### src/verilog/thumb_ctrl_pkg.sv
`default_nettype none

package thumb_ctrl_pkg;

    // instruction classes kept by this controller
    typedef enum logic [2:0] {
        CLS_SHIFT_IMM,
        CLS_DATA_PROC,
        CLS_LS_REG,
        CLS_LS_IMM,
        CLS_STM,
        CLS_LDM,
        CLS_UNKNOWN
    } op_class_e;

    typedef enum logic [3:0] {
        ALU_ADD,
        ALU_SUB,
        ALU_AND,
        ALU_OR,
        ALU_XOR,
        ALU_BIT_CLEAR,
        ALU_NOT,
        ALU_MULT,
        ALU_LSL,
        ALU_LSR,
        ALU_ASR,
        ALU_ADC,
        ALU_SBC,
        ALU_ROR
    } alu_op_e;

    // SRC_OFFSET selects the byte offset of the current multi-register beat
    typedef enum logic [1:0] {
        SRC_REG,
        SRC_IMM,
        SRC_ZERO,
        SRC_OFFSET
    } alu_src_e;

    typedef struct packed {
        logic     valid;
        logic     multi;
        logic     update_flag;
        logic     mem_read;
        logic     mem_write;
        logic     reg_write;
        logic     wb_from_mem;
        alu_src_e src1;
        alu_src_e src2;
        alu_op_e  alu_op;
        // store data is read through the third register field
        logic     reg2_is_reg3;
    } ctrl_t;

endpackage

`default_nettype wire

### src/verilog/thumb_regs_pkg.sv
`default_nettype none

package thumb_regs_pkg;

    typedef logic [3:0] reg_addr_t;

    // one bit per low register r0 to r7
    typedef logic [7:0] lo_list_t;

    typedef struct packed {
        logic        stall;
        reg_addr_t   reg_addr;
        // destination register number comes from reg_addr instead of the instruction
        logic        dest_from_ctrl;
        // second read port address comes from reg_addr instead of the instruction
        logic        addr2_from_ctrl;
        logic [31:0] offset;
        logic        mem_write;
        logic        mem_read;
        logic        reg_write;
        logic        wb_from_mem;
    } xfer_t;

endpackage

`default_nettype wire

### src/verilog/inst_decoder.sv
`default_nettype none

module inst_decoder import thumb_ctrl_pkg::*, thumb_regs_pkg::*; (
    input  wire logic [15:0] instruction_i,
    input  wire logic        is_valid_i,
    output ctrl_t            ctrl_o,
    output logic             multi_req_o,
    output logic             multi_load_o,
    output reg_addr_t        base_reg_o,
    output lo_list_t         reg_list_o
);

    typedef enum logic [3:0] {
        DP_AND, DP_EOR, DP_LSL, DP_LSR, DP_ASR, DP_ADC, DP_SBC, DP_ROR,
        DP_TST, DP_RSB, DP_CMP, DP_CMN, DP_ORR, DP_MUL, DP_BIC, DP_MVN
    } dp_op_e;

    op_class_e op_class;
    dp_op_e    dp_op;
    logic      is_load;

    always_comb begin
        casez (instruction_i[15:11])
            5'b000??, 5'b001??: op_class = CLS_SHIFT_IMM;
            // 010001 is the special-data group, which is not supported
            5'b01000: op_class = instruction_i[10] ? CLS_UNKNOWN : CLS_DATA_PROC;
            5'b0101?: op_class = CLS_LS_REG;
            5'b011??, 5'b1000?: op_class = CLS_LS_IMM;
            5'b11000: op_class = CLS_STM;
            5'b11001: op_class = CLS_LDM;
            default: op_class = CLS_UNKNOWN;
        endcase
    end

    assign dp_op = dp_op_e'(instruction_i[9:6]);

    // register-offset group has the signed loads at 011 alongside the load bit
    assign is_load = instruction_i[11] ||
                     (op_class == CLS_LS_REG && instruction_i[10:9] == 2'b11);

    always_comb begin
        ctrl_o = '0;
        ctrl_o.valid = 1'b1;
        ctrl_o.src1 = SRC_REG;
        ctrl_o.src2 = SRC_REG;
        ctrl_o.alu_op = ALU_ADD;

        case (op_class)
            CLS_SHIFT_IMM: begin
                ctrl_o.update_flag = 1'b1;
                ctrl_o.reg_write = 1'b1;
                ctrl_o.src2 = SRC_IMM;
                casez (instruction_i[13:9])
                    5'b000??: ctrl_o.alu_op = ALU_LSL;
                    5'b001??: ctrl_o.alu_op = ALU_LSR;
                    5'b010??: ctrl_o.alu_op = ALU_ASR;
                    5'b01100: ctrl_o.src2 = SRC_REG;
                    5'b01101: begin
                        ctrl_o.alu_op = ALU_SUB;
                        ctrl_o.src2 = SRC_REG;
                    end
                    5'b01111, 5'b111??: ctrl_o.alu_op = ALU_SUB;
                    // mov is computed as zero plus the immediate
                    5'b100??: ctrl_o.src1 = SRC_ZERO;
                    5'b101??: begin
                        ctrl_o.alu_op = ALU_SUB;
                        ctrl_o.reg_write = 1'b0;
                    end
                    default: ;
                endcase
            end
            CLS_DATA_PROC: begin
                ctrl_o.update_flag = 1'b1;
                ctrl_o.reg_write = 1'b1;
                case (dp_op)
                    DP_AND: ctrl_o.alu_op = ALU_AND;
                    DP_EOR: ctrl_o.alu_op = ALU_XOR;
                    DP_LSL: ctrl_o.alu_op = ALU_LSL;
                    DP_LSR: ctrl_o.alu_op = ALU_LSR;
                    DP_ASR: ctrl_o.alu_op = ALU_ASR;
                    DP_ADC: ctrl_o.alu_op = ALU_ADC;
                    DP_SBC: ctrl_o.alu_op = ALU_SBC;
                    DP_ROR: ctrl_o.alu_op = ALU_ROR;
                    DP_TST: begin
                        ctrl_o.alu_op = ALU_AND;
                        ctrl_o.reg_write = 1'b0;
                    end
                    DP_RSB: begin
                        ctrl_o.alu_op = ALU_SUB;
                        ctrl_o.src1 = SRC_ZERO;
                    end
                    DP_CMP: begin
                        ctrl_o.alu_op = ALU_SUB;
                        ctrl_o.reg_write = 1'b0;
                    end
                    DP_CMN: ctrl_o.reg_write = 1'b0;
                    DP_ORR: ctrl_o.alu_op = ALU_OR;
                    DP_MUL: ctrl_o.alu_op = ALU_MULT;
                    DP_BIC: ctrl_o.alu_op = ALU_BIT_CLEAR;
                    DP_MVN: ctrl_o.alu_op = ALU_NOT;
                    default: ;
                endcase
            end
            CLS_LS_REG, CLS_LS_IMM: begin
                if (op_class == CLS_LS_IMM) begin
                    ctrl_o.src2 = SRC_IMM;
                end
                if (is_load) begin
                    ctrl_o.mem_read = 1'b1;
                    ctrl_o.reg_write = 1'b1;
                    ctrl_o.wb_from_mem = 1'b1;
                end else begin
                    ctrl_o.mem_write = 1'b1;
                    ctrl_o.reg2_is_reg3 = (op_class == CLS_LS_REG);
                end
            end
            // the burst enables travel on the transfer controls
            CLS_STM, CLS_LDM: begin
                ctrl_o.multi = 1'b1;
                ctrl_o.src2 = SRC_OFFSET;
            end
            default: ctrl_o.valid = 1'b0;
        endcase

        // an empty slot must not enable anything downstream
        if (!is_valid_i) begin
            ctrl_o.valid = 1'b0;
            ctrl_o.multi = 1'b0;
            ctrl_o.update_flag = 1'b0;
            ctrl_o.mem_read = 1'b0;
            ctrl_o.mem_write = 1'b0;
            ctrl_o.reg_write = 1'b0;
        end
    end

    assign multi_req_o = is_valid_i && (op_class == CLS_STM || op_class == CLS_LDM);
    assign multi_load_o = (op_class == CLS_LDM);
    assign base_reg_o = {1'b0, instruction_i[10:8]};
    assign reg_list_o = instruction_i[7:0];

endmodule

`default_nettype wire

### src/verilog/reg_list_picker.sv
`default_nettype none

module reg_list_picker import thumb_regs_pkg::*; (
    input  lo_list_t         list_i,
    input  lo_list_t         remaining_i,
    input  wire logic        reverse_i,
    output logic             any_left_o,
    output reg_addr_t        pick_addr_o,
    output lo_list_t         pick_onehot_o,
    output logic [3:0]       list_count_o
);

    lo_list_t pending;

    assign pending = list_i & remaining_i;
    assign any_left_o = |pending;

    // forward order takes the lowest pending register, reverse the highest
    always_comb begin : pick
        logic       found;
        logic [2:0] idx;
        found = 1'b0;
        pick_addr_o = '0;
        for (int i = 0; i < 8; i++) begin
            idx = reverse_i ? 3'(7 - i) : 3'(i);
            if (pending[idx] && !found) begin
                pick_addr_o = {1'b0, idx};
                found = 1'b1;
            end
        end
    end

    assign pick_onehot_o = any_left_o ? lo_list_t'(8'b1 << pick_addr_o[2:0]) : '0;

    always_comb begin
        list_count_o = '0;
        for (int i = 0; i < 8; i++) begin
            list_count_o = list_count_o + 4'(list_i[i]);
        end
    end

    // the picked bit must be one the counter still has pending
    pick_is_pending_a: assert final (
        $onehot0(pick_onehot_o) && ((pick_onehot_o & ~pending) == '0)
    );

endmodule

`default_nettype wire

### src/verilog/transfer_counter.sv
`default_nettype none

module transfer_counter import thumb_regs_pkg::*; #(
    parameter int unsigned XFER_STEP = 4
) (
    input  wire logic        clk_i,
    input  wire logic        reset_i,
    input  wire logic        burst_active_i,
    input  wire logic        advance_i,
    input  lo_list_t         pick_onehot_i,
    input  wire logic [3:0]  list_count_i,
    output lo_list_t         remaining_o,
    output logic [31:0]      beat_offset_o,
    output logic [31:0]      reverse_offset_o,
    output logic [31:0]      writeback_offset_o
);

    logic [3:0] beat_count;
    lo_list_t   remaining_q;

    // an idle or finished burst leaves the counter ready for the next one
    always_ff @(posedge clk_i) begin
        if (reset_i || !burst_active_i) begin
            beat_count <= '0;
            remaining_q <= '1;
        end else if (advance_i) begin
            beat_count <= beat_count + 4'd1;
            remaining_q <= remaining_q & ~pick_onehot_i;
        end
    end

    assign remaining_o = remaining_q;

    assign beat_offset_o = 32'(beat_count * XFER_STEP);
    assign writeback_offset_o = 32'(list_count_i * XFER_STEP);

    // descending transfers fill the block from its top word downwards
    assign reverse_offset_o = writeback_offset_o - beat_offset_o - 32'(XFER_STEP);

endmodule

`default_nettype wire

### src/verilog/multi_xfer_fsm.sv
`default_nettype none

module multi_xfer_fsm import thumb_regs_pkg::*; (
    input  wire logic        clk_i,
    input  wire logic        reset_i,
    input  wire logic        multi_req_i,
    input  wire logic        multi_load_i,
    input  reg_addr_t        base_reg_i,
    input  lo_list_t         reg_list_i,
    input  wire logic        any_left_i,
    input  reg_addr_t        pick_addr_i,
    input  wire logic [3:0]  list_count_i,
    input  wire logic [31:0] beat_offset_i,
    input  wire logic [31:0] reverse_offset_i,
    input  wire logic [31:0] writeback_offset_i,
    output logic             burst_active_o,
    output logic             advance_o,
    output logic             reverse_o,
    output xfer_t            xfer_o
);

    typedef enum logic {
        IDLE,
        BURST
    } state_e;

    state_e state_q;
    logic   has_work;
    logic   beat;
    logic   base_in_list;

    // in IDLE the mask is full, so a nonzero count means registers are left
    assign has_work = (state_q == IDLE) ? (list_count_i != 4'd0) : any_left_i;
    assign beat = multi_req_i && has_work;

    always_ff @(posedge clk_i) begin
        if (reset_i) begin
            state_q <= IDLE;
        end else begin
            case (state_q)
                IDLE: if (beat) state_q <= BURST;
                BURST: if (!beat) state_q <= IDLE;
                default: state_q <= IDLE;
            endcase
        end
    end

    // dropping out of BURST without a beat is the write-back or an abort
    assign burst_active_o = multi_req_i && (has_work || state_q == IDLE);
    assign advance_o = beat;
    assign reverse_o = multi_load_i;

    assign base_in_list = !base_reg_i[3] && reg_list_i[base_reg_i[2:0]];

    always_comb begin
        xfer_o = '0;
        if (beat) begin
            xfer_o.stall = 1'b1;
            xfer_o.reg_addr = pick_addr_i;
            if (multi_load_i) begin
                xfer_o.mem_read = 1'b1;
                xfer_o.reg_write = 1'b1;
                xfer_o.wb_from_mem = 1'b1;
                xfer_o.dest_from_ctrl = 1'b1;
                xfer_o.offset = reverse_offset_i;
            end else begin
                xfer_o.mem_write = 1'b1;
                xfer_o.addr2_from_ctrl = 1'b1;
                xfer_o.offset = beat_offset_i;
            end
        end else if (multi_req_i) begin
            // base write-back, which a load of the base itself overrides
            xfer_o.reg_addr = base_reg_i;
            xfer_o.dest_from_ctrl = 1'b1;
            xfer_o.offset = writeback_offset_i;
            xfer_o.reg_write = !(multi_load_i && base_in_list);
        end
    end

    mem_dir_a: assert property (@(posedge clk_i) disable iff (reset_i)
        !(xfer_o.mem_read && xfer_o.mem_write));

    // at most eight low registers, so a burst never holds the pipeline longer
    stall_limit_a: assert property (@(posedge clk_i) disable iff (reset_i)
        (state_q == IDLE && xfer_o.stall) |-> ##[1:8] !xfer_o.stall);

    idle_counter_clear_a: assert property (@(posedge clk_i) disable iff (reset_i)
        (state_q == IDLE) |-> (beat_offset_i == '0));

endmodule

`default_nettype wire

### src/verilog/thumb_ctrl.sv
`default_nettype none

module thumb_ctrl import thumb_ctrl_pkg::*, thumb_regs_pkg::*; #(
    parameter int unsigned XFER_STEP = 4
) (
    input  wire logic        clk_i,
    input  wire logic        reset_i,
    input  wire logic        is_valid_i,
    input  wire logic [15:0] instruction_i,
    output ctrl_t            ctrl_o,
    output xfer_t            xfer_o
);

    logic        multi_req;
    logic        multi_load;
    reg_addr_t   base_reg;
    lo_list_t    reg_list;
    lo_list_t    remaining;
    lo_list_t    pick_onehot;
    reg_addr_t   pick_addr;
    logic        any_left;
    logic        reverse;
    logic        burst_active;
    logic        advance;
    logic [3:0]  list_count;
    logic [31:0] beat_offset;
    logic [31:0] reverse_offset;
    logic [31:0] writeback_offset;

    inst_decoder inst_decoder_i (
        .instruction_i (instruction_i),
        .is_valid_i    (is_valid_i),
        .ctrl_o        (ctrl_o),
        .multi_req_o   (multi_req),
        .multi_load_o  (multi_load),
        .base_reg_o    (base_reg),
        .reg_list_o    (reg_list)
    );

    reg_list_picker reg_list_picker_i (
        .list_i        (reg_list),
        .remaining_i   (remaining),
        .reverse_i     (reverse),
        .any_left_o    (any_left),
        .pick_addr_o   (pick_addr),
        .pick_onehot_o (pick_onehot),
        .list_count_o  (list_count)
    );

    transfer_counter #(
        .XFER_STEP (XFER_STEP)
    ) transfer_counter_i (
        .clk_i              (clk_i),
        .reset_i            (reset_i),
        .burst_active_i     (burst_active),
        .advance_i          (advance),
        .pick_onehot_i      (pick_onehot),
        .list_count_i       (list_count),
        .remaining_o        (remaining),
        .beat_offset_o      (beat_offset),
        .reverse_offset_o   (reverse_offset),
        .writeback_offset_o (writeback_offset)
    );

    multi_xfer_fsm multi_xfer_fsm_i (
        .clk_i              (clk_i),
        .reset_i            (reset_i),
        .multi_req_i        (multi_req),
        .multi_load_i       (multi_load),
        .base_reg_i         (base_reg),
        .reg_list_i         (reg_list),
        .any_left_i         (any_left),
        .pick_addr_i        (pick_addr),
        .list_count_i       (list_count),
        .beat_offset_i      (beat_offset),
        .reverse_offset_i   (reverse_offset),
        .writeback_offset_i (writeback_offset),
        .burst_active_o     (burst_active),
        .advance_o          (advance),
        .reverse_o          (reverse),
        .xfer_o             (xfer_o)
    );

endmodule

`default_nettype wire

### config.mk
export PLATFORM = sky130hd
export DESIGN_NAME = thumb_ctrl
export DESIGN_NICKNAME = d
export VERILOG_FILES = /design/src/verilog/thumb_ctrl_pkg.sv /design/src/verilog/thumb_regs_pkg.sv /design/src/verilog/inst_decoder.sv /design/src/verilog/reg_list_picker.sv /design/src/verilog/transfer_counter.sv /design/src/verilog/multi_xfer_fsm.sv /design/src/verilog/thumb_ctrl.sv
export SDC_FILE = /design/constraint.sdc
export NUM_CORES = 1
export LEC_CHECK = 0
export BUFFER_PORTS_ARGS = -buffer_cell sky130_fd_sc_hd__buf_2
export CAP_MARGIN = 20
export CORE_AREA = 2 2 87 89
export CTS_BUF_LIST = sky130_fd_sc_hd__clkbuf_8 sky130_fd_sc_hd__clkbuf_16
export DETAILED_ROUTE_END_ITERATION = 8
export DIE_AREA = 0 0 89 91
export GPL_TIMING_DRIVEN = 1
export RECOVER_POWER = 100
export SLEW_MARGIN = 20
export SYNTH_ARGS = -nofsm -noshare
export SYNTH_HDL_FRONTEND = slang
export SYNTH_SLANG_ARGS = --single-unit
### constraint.sdc
create_clock -name clk_i -period 8.5 [get_ports clk_i]
set_clock_uncertainty 0.15 [all_clocks]
set_input_delay 1.7 -clock clk_i [delete_from_list [all_inputs] [get_ports clk_i]]
set_output_delay 1.7 -clock clk_i [all_outputs]
set_load 0.005 [all_outputs]
==> impl_metrics.yaml, run 1 <==
clock_tree:
  cts_inserted_buffers: 3
  cts.htree.levels: 1
  cts-root-buf: "clkbuf_8"
  clk_pin_slew_ps: 50
  cts_setup_buffers: 0
  cts_tree: "built"
  clock_latency_ps: 240
  ctsResizeCount: 0
  max-clock-path-buffers: 2
  clock-sinks: 13
  hold_buffers: 0
outcome:
  outcome: "complete, no violations"
timing:
  finalCriticalPeriod_ps: 7830
  max_freq_mhz: 128
  slew_headroom: 0.548
  rsz0062_at_grt: "false"
  fin_setup_tns_ps: 0
  maxSlewViolCount: 0
  setup_viol_count_final: 0
  finalCritPeriodShare: 0.921
  hold_viol: 0
  worst_pin_slew_ps: 672
placement:
  placed_cell_area_um2: 2330
  gp_congestion: 0.859
  dp_cells: 419
  numPortBuffers: 73
  dp_hpwl_um: 4510
floorplanning:
  dieHeight_um: 91
  die_x_um: 89
  die-area_um2: 8100
  initial_utilization: 0.290
  io_pins: 78
  coreArea_um2: 7140
  rows: 31
critical_path:
  start_kind: "input pin"
  r2r_start: "transfer_counter_i.remaining_o[5]"
  path_max_fanout: 4
  cp_slowest_cell: "fa_1"
  critPathRequiredTime_ps: 6650
  path_class: "in -> out"
  crit_path_end_kind: "output port"
  worstPathCellList: "clkbuf_1, ha_1, inv_1, fa_1, fa_1, inv_1, fa_1, inv_1, fa_1, inv_1, ha_1, a21o_1, a21oi_1, xor2_1, and2_0, nand3_1, ha_1, and3_1, clkbuf_1"
  max_stage_delay_ps: 490
  crit_family: "adder cells"
  path_buf_inv: 6
  crit_path_start: "instruction_i[0]"
  r2r-end: "transfer_counter_i.remaining_o[2]"
  ff2ff_setup_slack_ps: 5940
  cp.arrival_ps: 5980
  ff2ff_path_depth: 5
detailed_routing:
  firstDrtPassIters: 4
  finalWirelength_um: 5700
  drc: 0
  detail-route-antenna-nets: 0
  drtIter0Drc: 95
  wl_per_cell_um: 13.5
  num_vias: 2134
  avgViaCountPerCell: 5.04
logic_synthesis:
  ys_seq_area_frac: 0.126
  synth_edf_count: 0
  synth-main-ff-cell: "dfxtp_1"
  netlist_instances: 282
  synth_warnings: 0
  async_flop_share: 0
  synth_area_leaders: "dfxtp_1, ha_1, buf_4, nand2_1, fa_1"
  avgSynthCellArea_um2: 7.35
  synth_seq_cells: 13
  synth_top_area_cell: "dfxtp_1"
  synth.distinct_cells: 63
  synth.cell_area_um2: 2070
  synth_top_area_frac: 0.126
pwr:
  power_frac_seq: 0.254
  pwr-share-comb: 0.531
  power_frac_clock: 0.215
  peakVddDrop_uv: 51.2
  internal-power_mw: 0.146
  p_per_area_nw_per_um2: 103
  swShare: 0.392
  power_leakage_nw: 1.03
  totalPowerFinal_mw: 0.240
  p_switching_mw: 0.0941
finish:
  final_cell_mix: "clkbuf_1, buf_2, nand2_1"
  finish.utilization: 0.326
  nNetsFinal: 363
  final_common_cell: "clkbuf_1"
  drive_above_1_share: 0.157
  final_area_um2: 2330
  n_fill_cell: 820
  finalNonFillerCells: 423
  area_delta_synth_final_pct: 12.3
  diodes: 0
global_route:
  grt_pass1_wl_um: 9160
  antenna_found_initial: 0
  met1_usage: 0.188
  grt_pass1_vias: 1947
  busiest_layer: "met2"
  overflow: 0
  grt_usage: 0.135
  met3_usage: 0.0164
  grt_max_degree: 16
  grt_use_met2: 0.219
job:
  maxCapViolations: 0
hold_path:
  min_path_type: "reg -> reg"
  whs_path_depth: 1
  min_to: "transfer_counter_i.remaining_o[2]"
  hold_path.startpoint: "transfer_counter_i.remaining_o[2]"
-- cells in the mapped netlist, types with 5 or more instances --
library cell  number
ha_1              14
dfxtp_1           13
nand2_1           28
o21ai_0           14
clkbuf_1          11
buf_4             23
a21oi_1           17
inv_1             21
nand3_1           12
fa_1               5
nor2_1            22
and3_1             9
-- worst register-to-register path, cell delays in order (launching register included) --
cell and delay [ps]:
dfxtp_1 400, a22oi_1 180, and2_1 210, a311o_1 540, or4_1 630, o32a_1 320
-- metrics by stage --
stage / hold WS, ps / setup slack (ps)
after CTS: 389 / 714
final: 390 / 673
after detailed placement: 380 / 727
after global routing: 413 / 365
after global placement: 376 / 821
after floorplan: 320 / 1070
-- flip-flops by register name, summed over array words and instances (netlist names) --
name	count
transfer_counter_i.remaining_o	8
transfer_counter_i.beat_count	4
multi_xfer_fsm_i.state_q	1
-- cells by family (layout without fill, tap and decap cells) --
group | Yosys count | count (layout) | share of synthesized area
muxes | 7 | 7 | 0.0465
xor gates and xnor gates | 7 | 7 | 0.0362
other | 1 | 4 | 0.00181
DFF | 13 | 13 | 0.126
adders and majority gates | 19 | 19 | 0.133
buffers and inverters | 62 | 101 | 0.160
AOI/OAI and AO/OA | 72 | 72 | 0.246
and+or+nand+nor | 101 | 101 | 0.251
-- cell type report --
type                       count  area, um2  share of cell area
clock buffer                   3       41.3              0.0178
clock inverter                 1       3.75             0.00161
inverter                      23       86.3              0.0371
multi-input combinational    210       1480               0.638
sequential                    13        260               0.112
tap                           99        124              0.0533
timing repair buffer          74        327               0.140
-- how the worst max path moves through the flow --
| stage | end | depth (start not counted) |
|---|---|---|
| after floorplan | xfer_o[16] | 18 |
| after global placement | xfer_o[9] | 16 |
| after detailed placement | xfer_o[12] | 19 |
| after CTS | xfer_o[12] | 19 |
| after global routing | xfer_o[12] | 19 |
| final | xfer_o[12] | 19 |
-- layer usage --
metal	wire length, um	vias to the layer above	part of all wire
li1	-	1066	-
met1	2620	1002	0.46
met2	2710	56	0.47
met3	279	10	0.049
met4	88	0	0.015
met5	0	-	0
-- power groups by stage --
stage	clock (mW)	combinational (mW)	sequential, mW
final	0.0516	0.127	0.0610
after global routing	0.0555	0.148	0.0610
after CTS	0.0539	0.129	0.0610
after detailed placement	0	0.128	0.0623
after global placement	0	0.127	0.0623
after floorplan	0	0.0991	0.0623
Note: power is estimated with default switching activity, not from simulation.
==> inputs of run 2 (changes only) <==
Settings changed: ABC_AREA set to 1, CORE_AREA 2 2 87 89 to 2 2 90 92, DIE_AREA 0 0 89 91 to 0 0 92 94, MAX_ROUTING_LAYER set to met4.
==> run 2 against run 1 <==
- count of clock-buffer cells in the layout is the same
- synthesized cell count grew 35%
- sequential cell count is the same
- via count grew 19%
- power grew 7.4%
- clock power grew 5.6%
- hold slack lost 94 ps
- non-clock buffer count shrank 1
- final cell count grew 26%
- critical path depth grew 2
- register-to-register slack gained 80 ps
- setup slack gained 190 ps
- critical path type unchanged
- largest cell class unchanged
==> impl_metrics.yaml, run 2 <==
clock_tree:
  clock-sinks: 13
  cts-root-buf: "clkbuf_8"
  ctsResizeCount: 0
  clock_latency_ps: 240
  cts_setup_buffers: 0
  clk_pin_slew_ps: 60
  hold_buffers: 0
  cts.htree.levels: 1
  max-clock-path-buffers: 2
  cts_tree: "built"
  cts_inserted_buffers: 3
finish:
  diodes: 0
  area_delta_synth_final_pct: 12.5
  nNetsFinal: 471
  largest_reg_flops: 8
  final_common_cell: "nand2_1"
  finalNonFillerCells: 534
  drive_above_1_share: 0.169
  final_cell_mix: "nand2_1, inv_1, nor2_1"
pwr:
  peakVddDrop_uv: 42.6
  p_per_area_nw_per_um2: 101
  power_leakage_nw: 1.37
logic_synthesis:
  synth.distinct_cells: 43
  synth-main-ff-cell: "dfxtp_1"
  synth.most_common_cell: "nand2_1"
  synth.cell_area_um2: 2270
  synth_warnings: 0
  async_flop_share: 0
  synth_seq_cells: 13
  ys_seq_area_frac: 0.115
  avgSynthCellArea_um2: 5.95
  synthTopCellsByCount: "nand2_1, inv_1, nor2_1"
  netlist_instances: 381
  synth_top_area_cell: "nand2_1"
  synth_top_area_frac: 0.142
  synth_edf_count: 0
  synth_area_leaders: "nand2_1, dfxtp_1, inv_1, nor2_1, ha_1"
detailed_routing:
  dr.max_layer_used: "met4"
  wl_met3_um: 275
  drc: 0
  num_vias: 2532
  detail-route-antenna-nets: 0
  firstDrtPassIters: 4
  wl_met1_um: 3050
  met2_wirelength_um: 2950
  finalWirelength_um: 6350
  avgViaCountPerCell: 4.74
  drtIter0Drc: 95
  wl_per_cell_um: 11.9
hold_path:
  min_path_type: "reg -> reg"
  min_to: "transfer_counter_i.remaining_o[2]"
  whs_path_depth: 2
  hold_path.startpoint: "transfer_counter_i.remaining_o[2]"
job:
  maxCapViolations: 0
critical_path:
  worstPathCellList: "clkbuf_1, ha_1, inv_1, fa_1, fa_1, inv_1, fa_1, inv_1, fa_1, xor2_1, inv_1, ha_1, a21oi_1, o21ai_0, xor2_1, nor2_1, nand3_1, ha_1, nand2_1, nor2_1, clkbuf_2"
  cp.arrival_ps: 5790
  ff2ff_path_depth: 9
  cp_slowest_cell: "fa_1"
  path_max_fanout: 4
  path_class: "in -> out"
  critPathRequiredTime_ps: 6650
  r2r-end: "transfer_counter_i.beat_count[2]"
  crit_path_end_kind: "output port"
  start_kind: "input pin"
  r2r_start: "transfer_counter_i.remaining_o[7]"
  max_stage_delay_ps: 490
  ff2ff_setup_slack_ps: 6020
timing:
  finalCriticalPeriod_ps: 7640
  hold_viol: 0
  finalCritPeriodShare: 0.899
  worst_pin_slew_ps: 505
  rsz0062_at_grt: "false"
  maxSlewViolCount: 0
  setup_viol_count_final: 0
  max_freq_mhz: 131
  fin_setup_tns_ps: 0
  slew_headroom: 0.660
global_route:
  grt_pass1_vias: 2281
  grt_pass1_wl_um: 10400
  grt_usage: 0.150
  antenna_found_initial: 0
  grt_max_degree: 21
  overflow: 0
floorplanning:
  die-area_um2: 8650
  initial_utilization: 0.298
  die_x_um: 92
  io_pins: 78
  dieHeight_um: 94
  coreArea_um2: 7610
  rows: 32
placement:
  dp_cells: 530
  numPortBuffers: 73
  dp_hpwl_um: 5410
  gp_congestion: 0.924
outcome:
  outcome: "complete, no violations"
[run 2: cell types whose count changed in the layout (fill, tap and decap cells not counted), moves of 5 or more]
cell,change
inv_2,+8
nor2_1,+28
nor3_1,+6
a21oi_1,-6
clkbuf_2,+9
nand2_1,+58
nand3_1,+12
nand4_1,+5
and3_1,-9
inv_1,+38
buf_2,-5
nand3_2,+6
[run 2: logic make-up (layout without fill, tap and decap cells)]
family | Yosys count | in the layout | share of synthesized area
and+or+nand+nor | 194 | 194 | 0.396
adders and majority gates | 19 | 19 | 0.121
DFF | 13 | 13 | 0.115
AOI/OAI and AO/OA | 50 | 50 | 0.140
other | 1 | 4 | 0.00165
xor gates and xnor gates | 4 | 4 | 0.0155
buffers and inverters | 100 | 148 | 0.210
[run 2: power breakdown]
| group | switching, mW | internal, mW | total, mW |
|---|---|---|---|
| combinational | 0.0908 | 0.0514 | 0.142 |
| clock | 0.0226 | 0.0319 | 0.0545 |
| sequential | 0.0000492 | 0.0610 | 0.0611 |
| total | 0.114 | 0.144 | 0.258 |
[run 2: worst max-delay path by stage]
| stage | startpoint | end | slack, ps |
|---|---|---|---|
| floorplan | instruction_i[0] | xfer_o[16] | 1260 |
| global placement | instruction_i[0] | xfer_o[8] | 880 |
| detailed placement | instruction_i[1] | xfer_o[8] | 840 |
| CTS | instruction_i[1] | xfer_o[8] | 820 |
| global route | instruction_i[0] | xfer_o[26] | 520 |
| finish | instruction_i[0] | xfer_o[12] | 860 |
[run 2: per-stage QoR]
| step | instance area, um2 | power, mW | utilization | hold slack [ps] | setup WS (ps) |
|---|---|---|---|---|---|
| final | 2550 | 0.258 | 0.335 | 296 | 860 |
| after global placement | 2560 | 0.204 | 0.337 | 281 | 880 |
| after global routing | 2550 | 0.283 | 0.335 | 313 | 521 |
| after CTS | 2610 | 0.260 | 0.343 | 297 | 820 |
| after floorplan | 2280 | 0.171 | - | 268 | 1260 |
| after detailed placement | 2560 | 0.205 | 0.337 | 284 | 841 |
[run 2: area by class of cell]
type                            count  area [um2]
Clock buffer                        3        41.3
Fill cell                         890        5060
Timing Repair Buffer               73         328
Clock inverter                      1        3.75
Inverter                           71         267
Multi-Input combinational cell    271        1520
Sequential cell                    13         260
Tap cell                          102         128
[run 2: layer usage]
metal | vias to the layer above | global-route usage
li1 | 1298 | -
met1 | 1148 | 0.201
met2 | 79 | 0.246
met3 | 7 | 0.00401
met4 | 0 | 0.0473
met5 | - | -
[run 2: worst max-delay path, delay by kind of cell]
kind | cells | cell delay, ps
compound gates | 2 | 260
buf+inv | 6 | 550
fa+ha+maj | 7 | 2370
simple gates | 4 | 480
xor+xnor | 2 | 440
==> inputs of run 3 (changes only) <==
Clock period 8.5 ns to 7.9 ns, I/O delays scaled along.
==> run 3 against run 2 <==
- final cell count is 0.19% higher
- combinational power is 6% higher
- sequential share of layout area hardly changed
- first-iteration DRC count is 36% higher
- non-clock buffer count is 1 higher
- register-to-register slack worse by 420 ps
- die area stayed put
- core utilization hardly changed
- count of clock-buffer cells in the layout stayed put
- setup slack worse by 310 ps
- hold slack hardly changed
- sequential power is 7.5% higher
- critical path type unchanged
- highest routed layer unchanged
==> impl_metrics.yaml, run 3 (synthesized netlist as in run 2, its figures left out) <==
pwr:
  power_leakage_nw: 1.35
  peakVddDrop_uv: 46.0
  p_per_area_nw_per_um2: 108
global_route:
  overflow: 0
  busiest_layer: "met2"
  grt_max_degree: 21
  grt_pass1_wl_um: 10600
  met3_usage: 0.00482
  antenna_found_initial: 0
  grt_usage: 0.151
  grt_pass1_vias: 2267
  met1_usage: 0.205
  grt_use_met2: 0.242
timing:
  slew_headroom: 0.648
  hold_viol: 0
  worst_pin_slew_ps: 523
  setup_viol_count_final: 0
  max_freq_mhz: 136
  finalCritPeriodShare: 0.931
  maxSlewViolCount: 0
  fin_ws_ps: 547
  fin_setup_tns_ps: 0
  rsz0062_at_grt: "false"
  hold_ws_ps: 297
  finalCriticalPeriod_ps: 7350
clock_tree:
  cts.htree.levels: 1
  clock-sinks: 13
  cts-root-buf: "clkbuf_8"
  hold_buffers: 0
  cts_setup_buffers: 0
  cts_inserted_buffers: 3
  max-clock-path-buffers: 2
  clock_latency_ps: 250
  ctsResizeCount: 0
  cts_tree: "built"
  clk_pin_slew_ps: 50
detailed_routing:
  avgViaCountPerCell: 4.70
  detail-route-antenna-nets: 0
  drc: 0
  drtIter0Drc: 129
  num_vias: 2515
  finalWirelength_um: 6310
  wl_per_cell_um: 11.8
  firstDrtPassIters: 4
critical_path:
  path_max_fanout: 4
  start_kind: "input pin"
  cp.arrival_ps: 5620
  ff2ff_path_depth: 10
  crit_path_end_kind: "output port"
  critPathRequiredTime_ps: 6170
  path_class: "in -> out"
placement:
  pre_cts_ws_ps: 547
  gp_congestion: 0.960
  dp_hpwl_um: 5400
  placed_cell_area_um2: 2570
  numPortBuffers: 73
floorplanning:
  rows: 32
  die-area_um2: 8650
  die_x_um: 92
  io_pins: 78
  dieHeight_um: 94
  initial_utilization: 0.298
  coreArea_um2: 7610
finish:
  diodes: 0
  largest_reg_flops: 8
  final_area_um2: 2550
  final_cell_mix: "nand2_1, inv_1, nor2_1"
  area_delta_synth_final_pct: 12.4
  final_common_cell: "nand2_1"
  nNetsFinal: 472
  drive_above_1_share: 0.159
outcome:
  outcome: "complete, no violations"
job:
  maxCapViolations: 0
hold_path:
  min_path_type: "reg -> reg"
  whs_path_depth: 2
==> run 3: cell count changes in the layout (fill, tap and decap cells not counted) <==
cell / change
clkbuf_1: +6
buf_2: -2
o21ai_1: +1
inv_2: +1
o21ai_0: -1
clkbuf_2: -3
inv_1: -1
==> run 3: metrics by stage <==
stage / instances / utilization / power [mW]
global route: 535 / 0.335 / 0.309
floorplan: 384 / - / 0.184
global placement: 531 / 0.338 / 0.220
finish: 535 / 0.335 / 0.276
detailed placement: 531 / 0.338 / 0.220
CTS: 535 / 0.344 / 0.280
==> run 3: worst paths after layout <==
path | startpoint | end | slack [ps]
worst min-delay path | transfer_counter_i.remaining_o[5] | transfer_counter_i.remaining_o[5] | 300
worst max-delay path | instruction_i[0] | xfer_o[17] | 550
worst min register to register | transfer_counter_i.remaining_o[5] | transfer_counter_i.remaining_o[5] | 300
worst max register to register | transfer_counter_i.remaining_o[7] | transfer_counter_i.remaining_o[5] | 5600
==> run 3: final cells by class <==
cell class | count | area (um2)
flip-flops and latches | 13 | 260
inverters | 71 | 267
clock buffers | 3 | 41.3
repair buffers | 74 | 325
well taps | 102 | 128
clock inverters | 1 | 3.75
fillers | 910 | 5060
multi-input cells | 271 | 1520
==> run 3: layer usage <==
layer / routed length, um / vias to the layer above
met5: 0 / -
met2: 2880 / 54
met3: 217 / 6
li1: - / 1303
met1: 3110 / 1152
met4: 110 / 0
==> run 3: where the power goes <==
part           switching (mW)  internal (mW)  total [mW]
Combinational          0.0962         0.0545       0.151
Sequential          0.0000543         0.0657      0.0657
Clock                  0.0249         0.0344      0.0593
Total                   0.121          0.155       0.276
==> run 3: worst max-delay path, stage by stage <==
cell	delay (ps)
clkbuf_1	100
ha_1	300
inv_1	70
fa_1	420
fa_1	490
inv_1	50
fa_1	380
inv_1	80
fa_1	470
fa_1	460
xnor2_1	200
nor2_1	230
nand3_1	150
ha_1	300
nand2_1	50
nor2_1	160
clkbuf_2	140
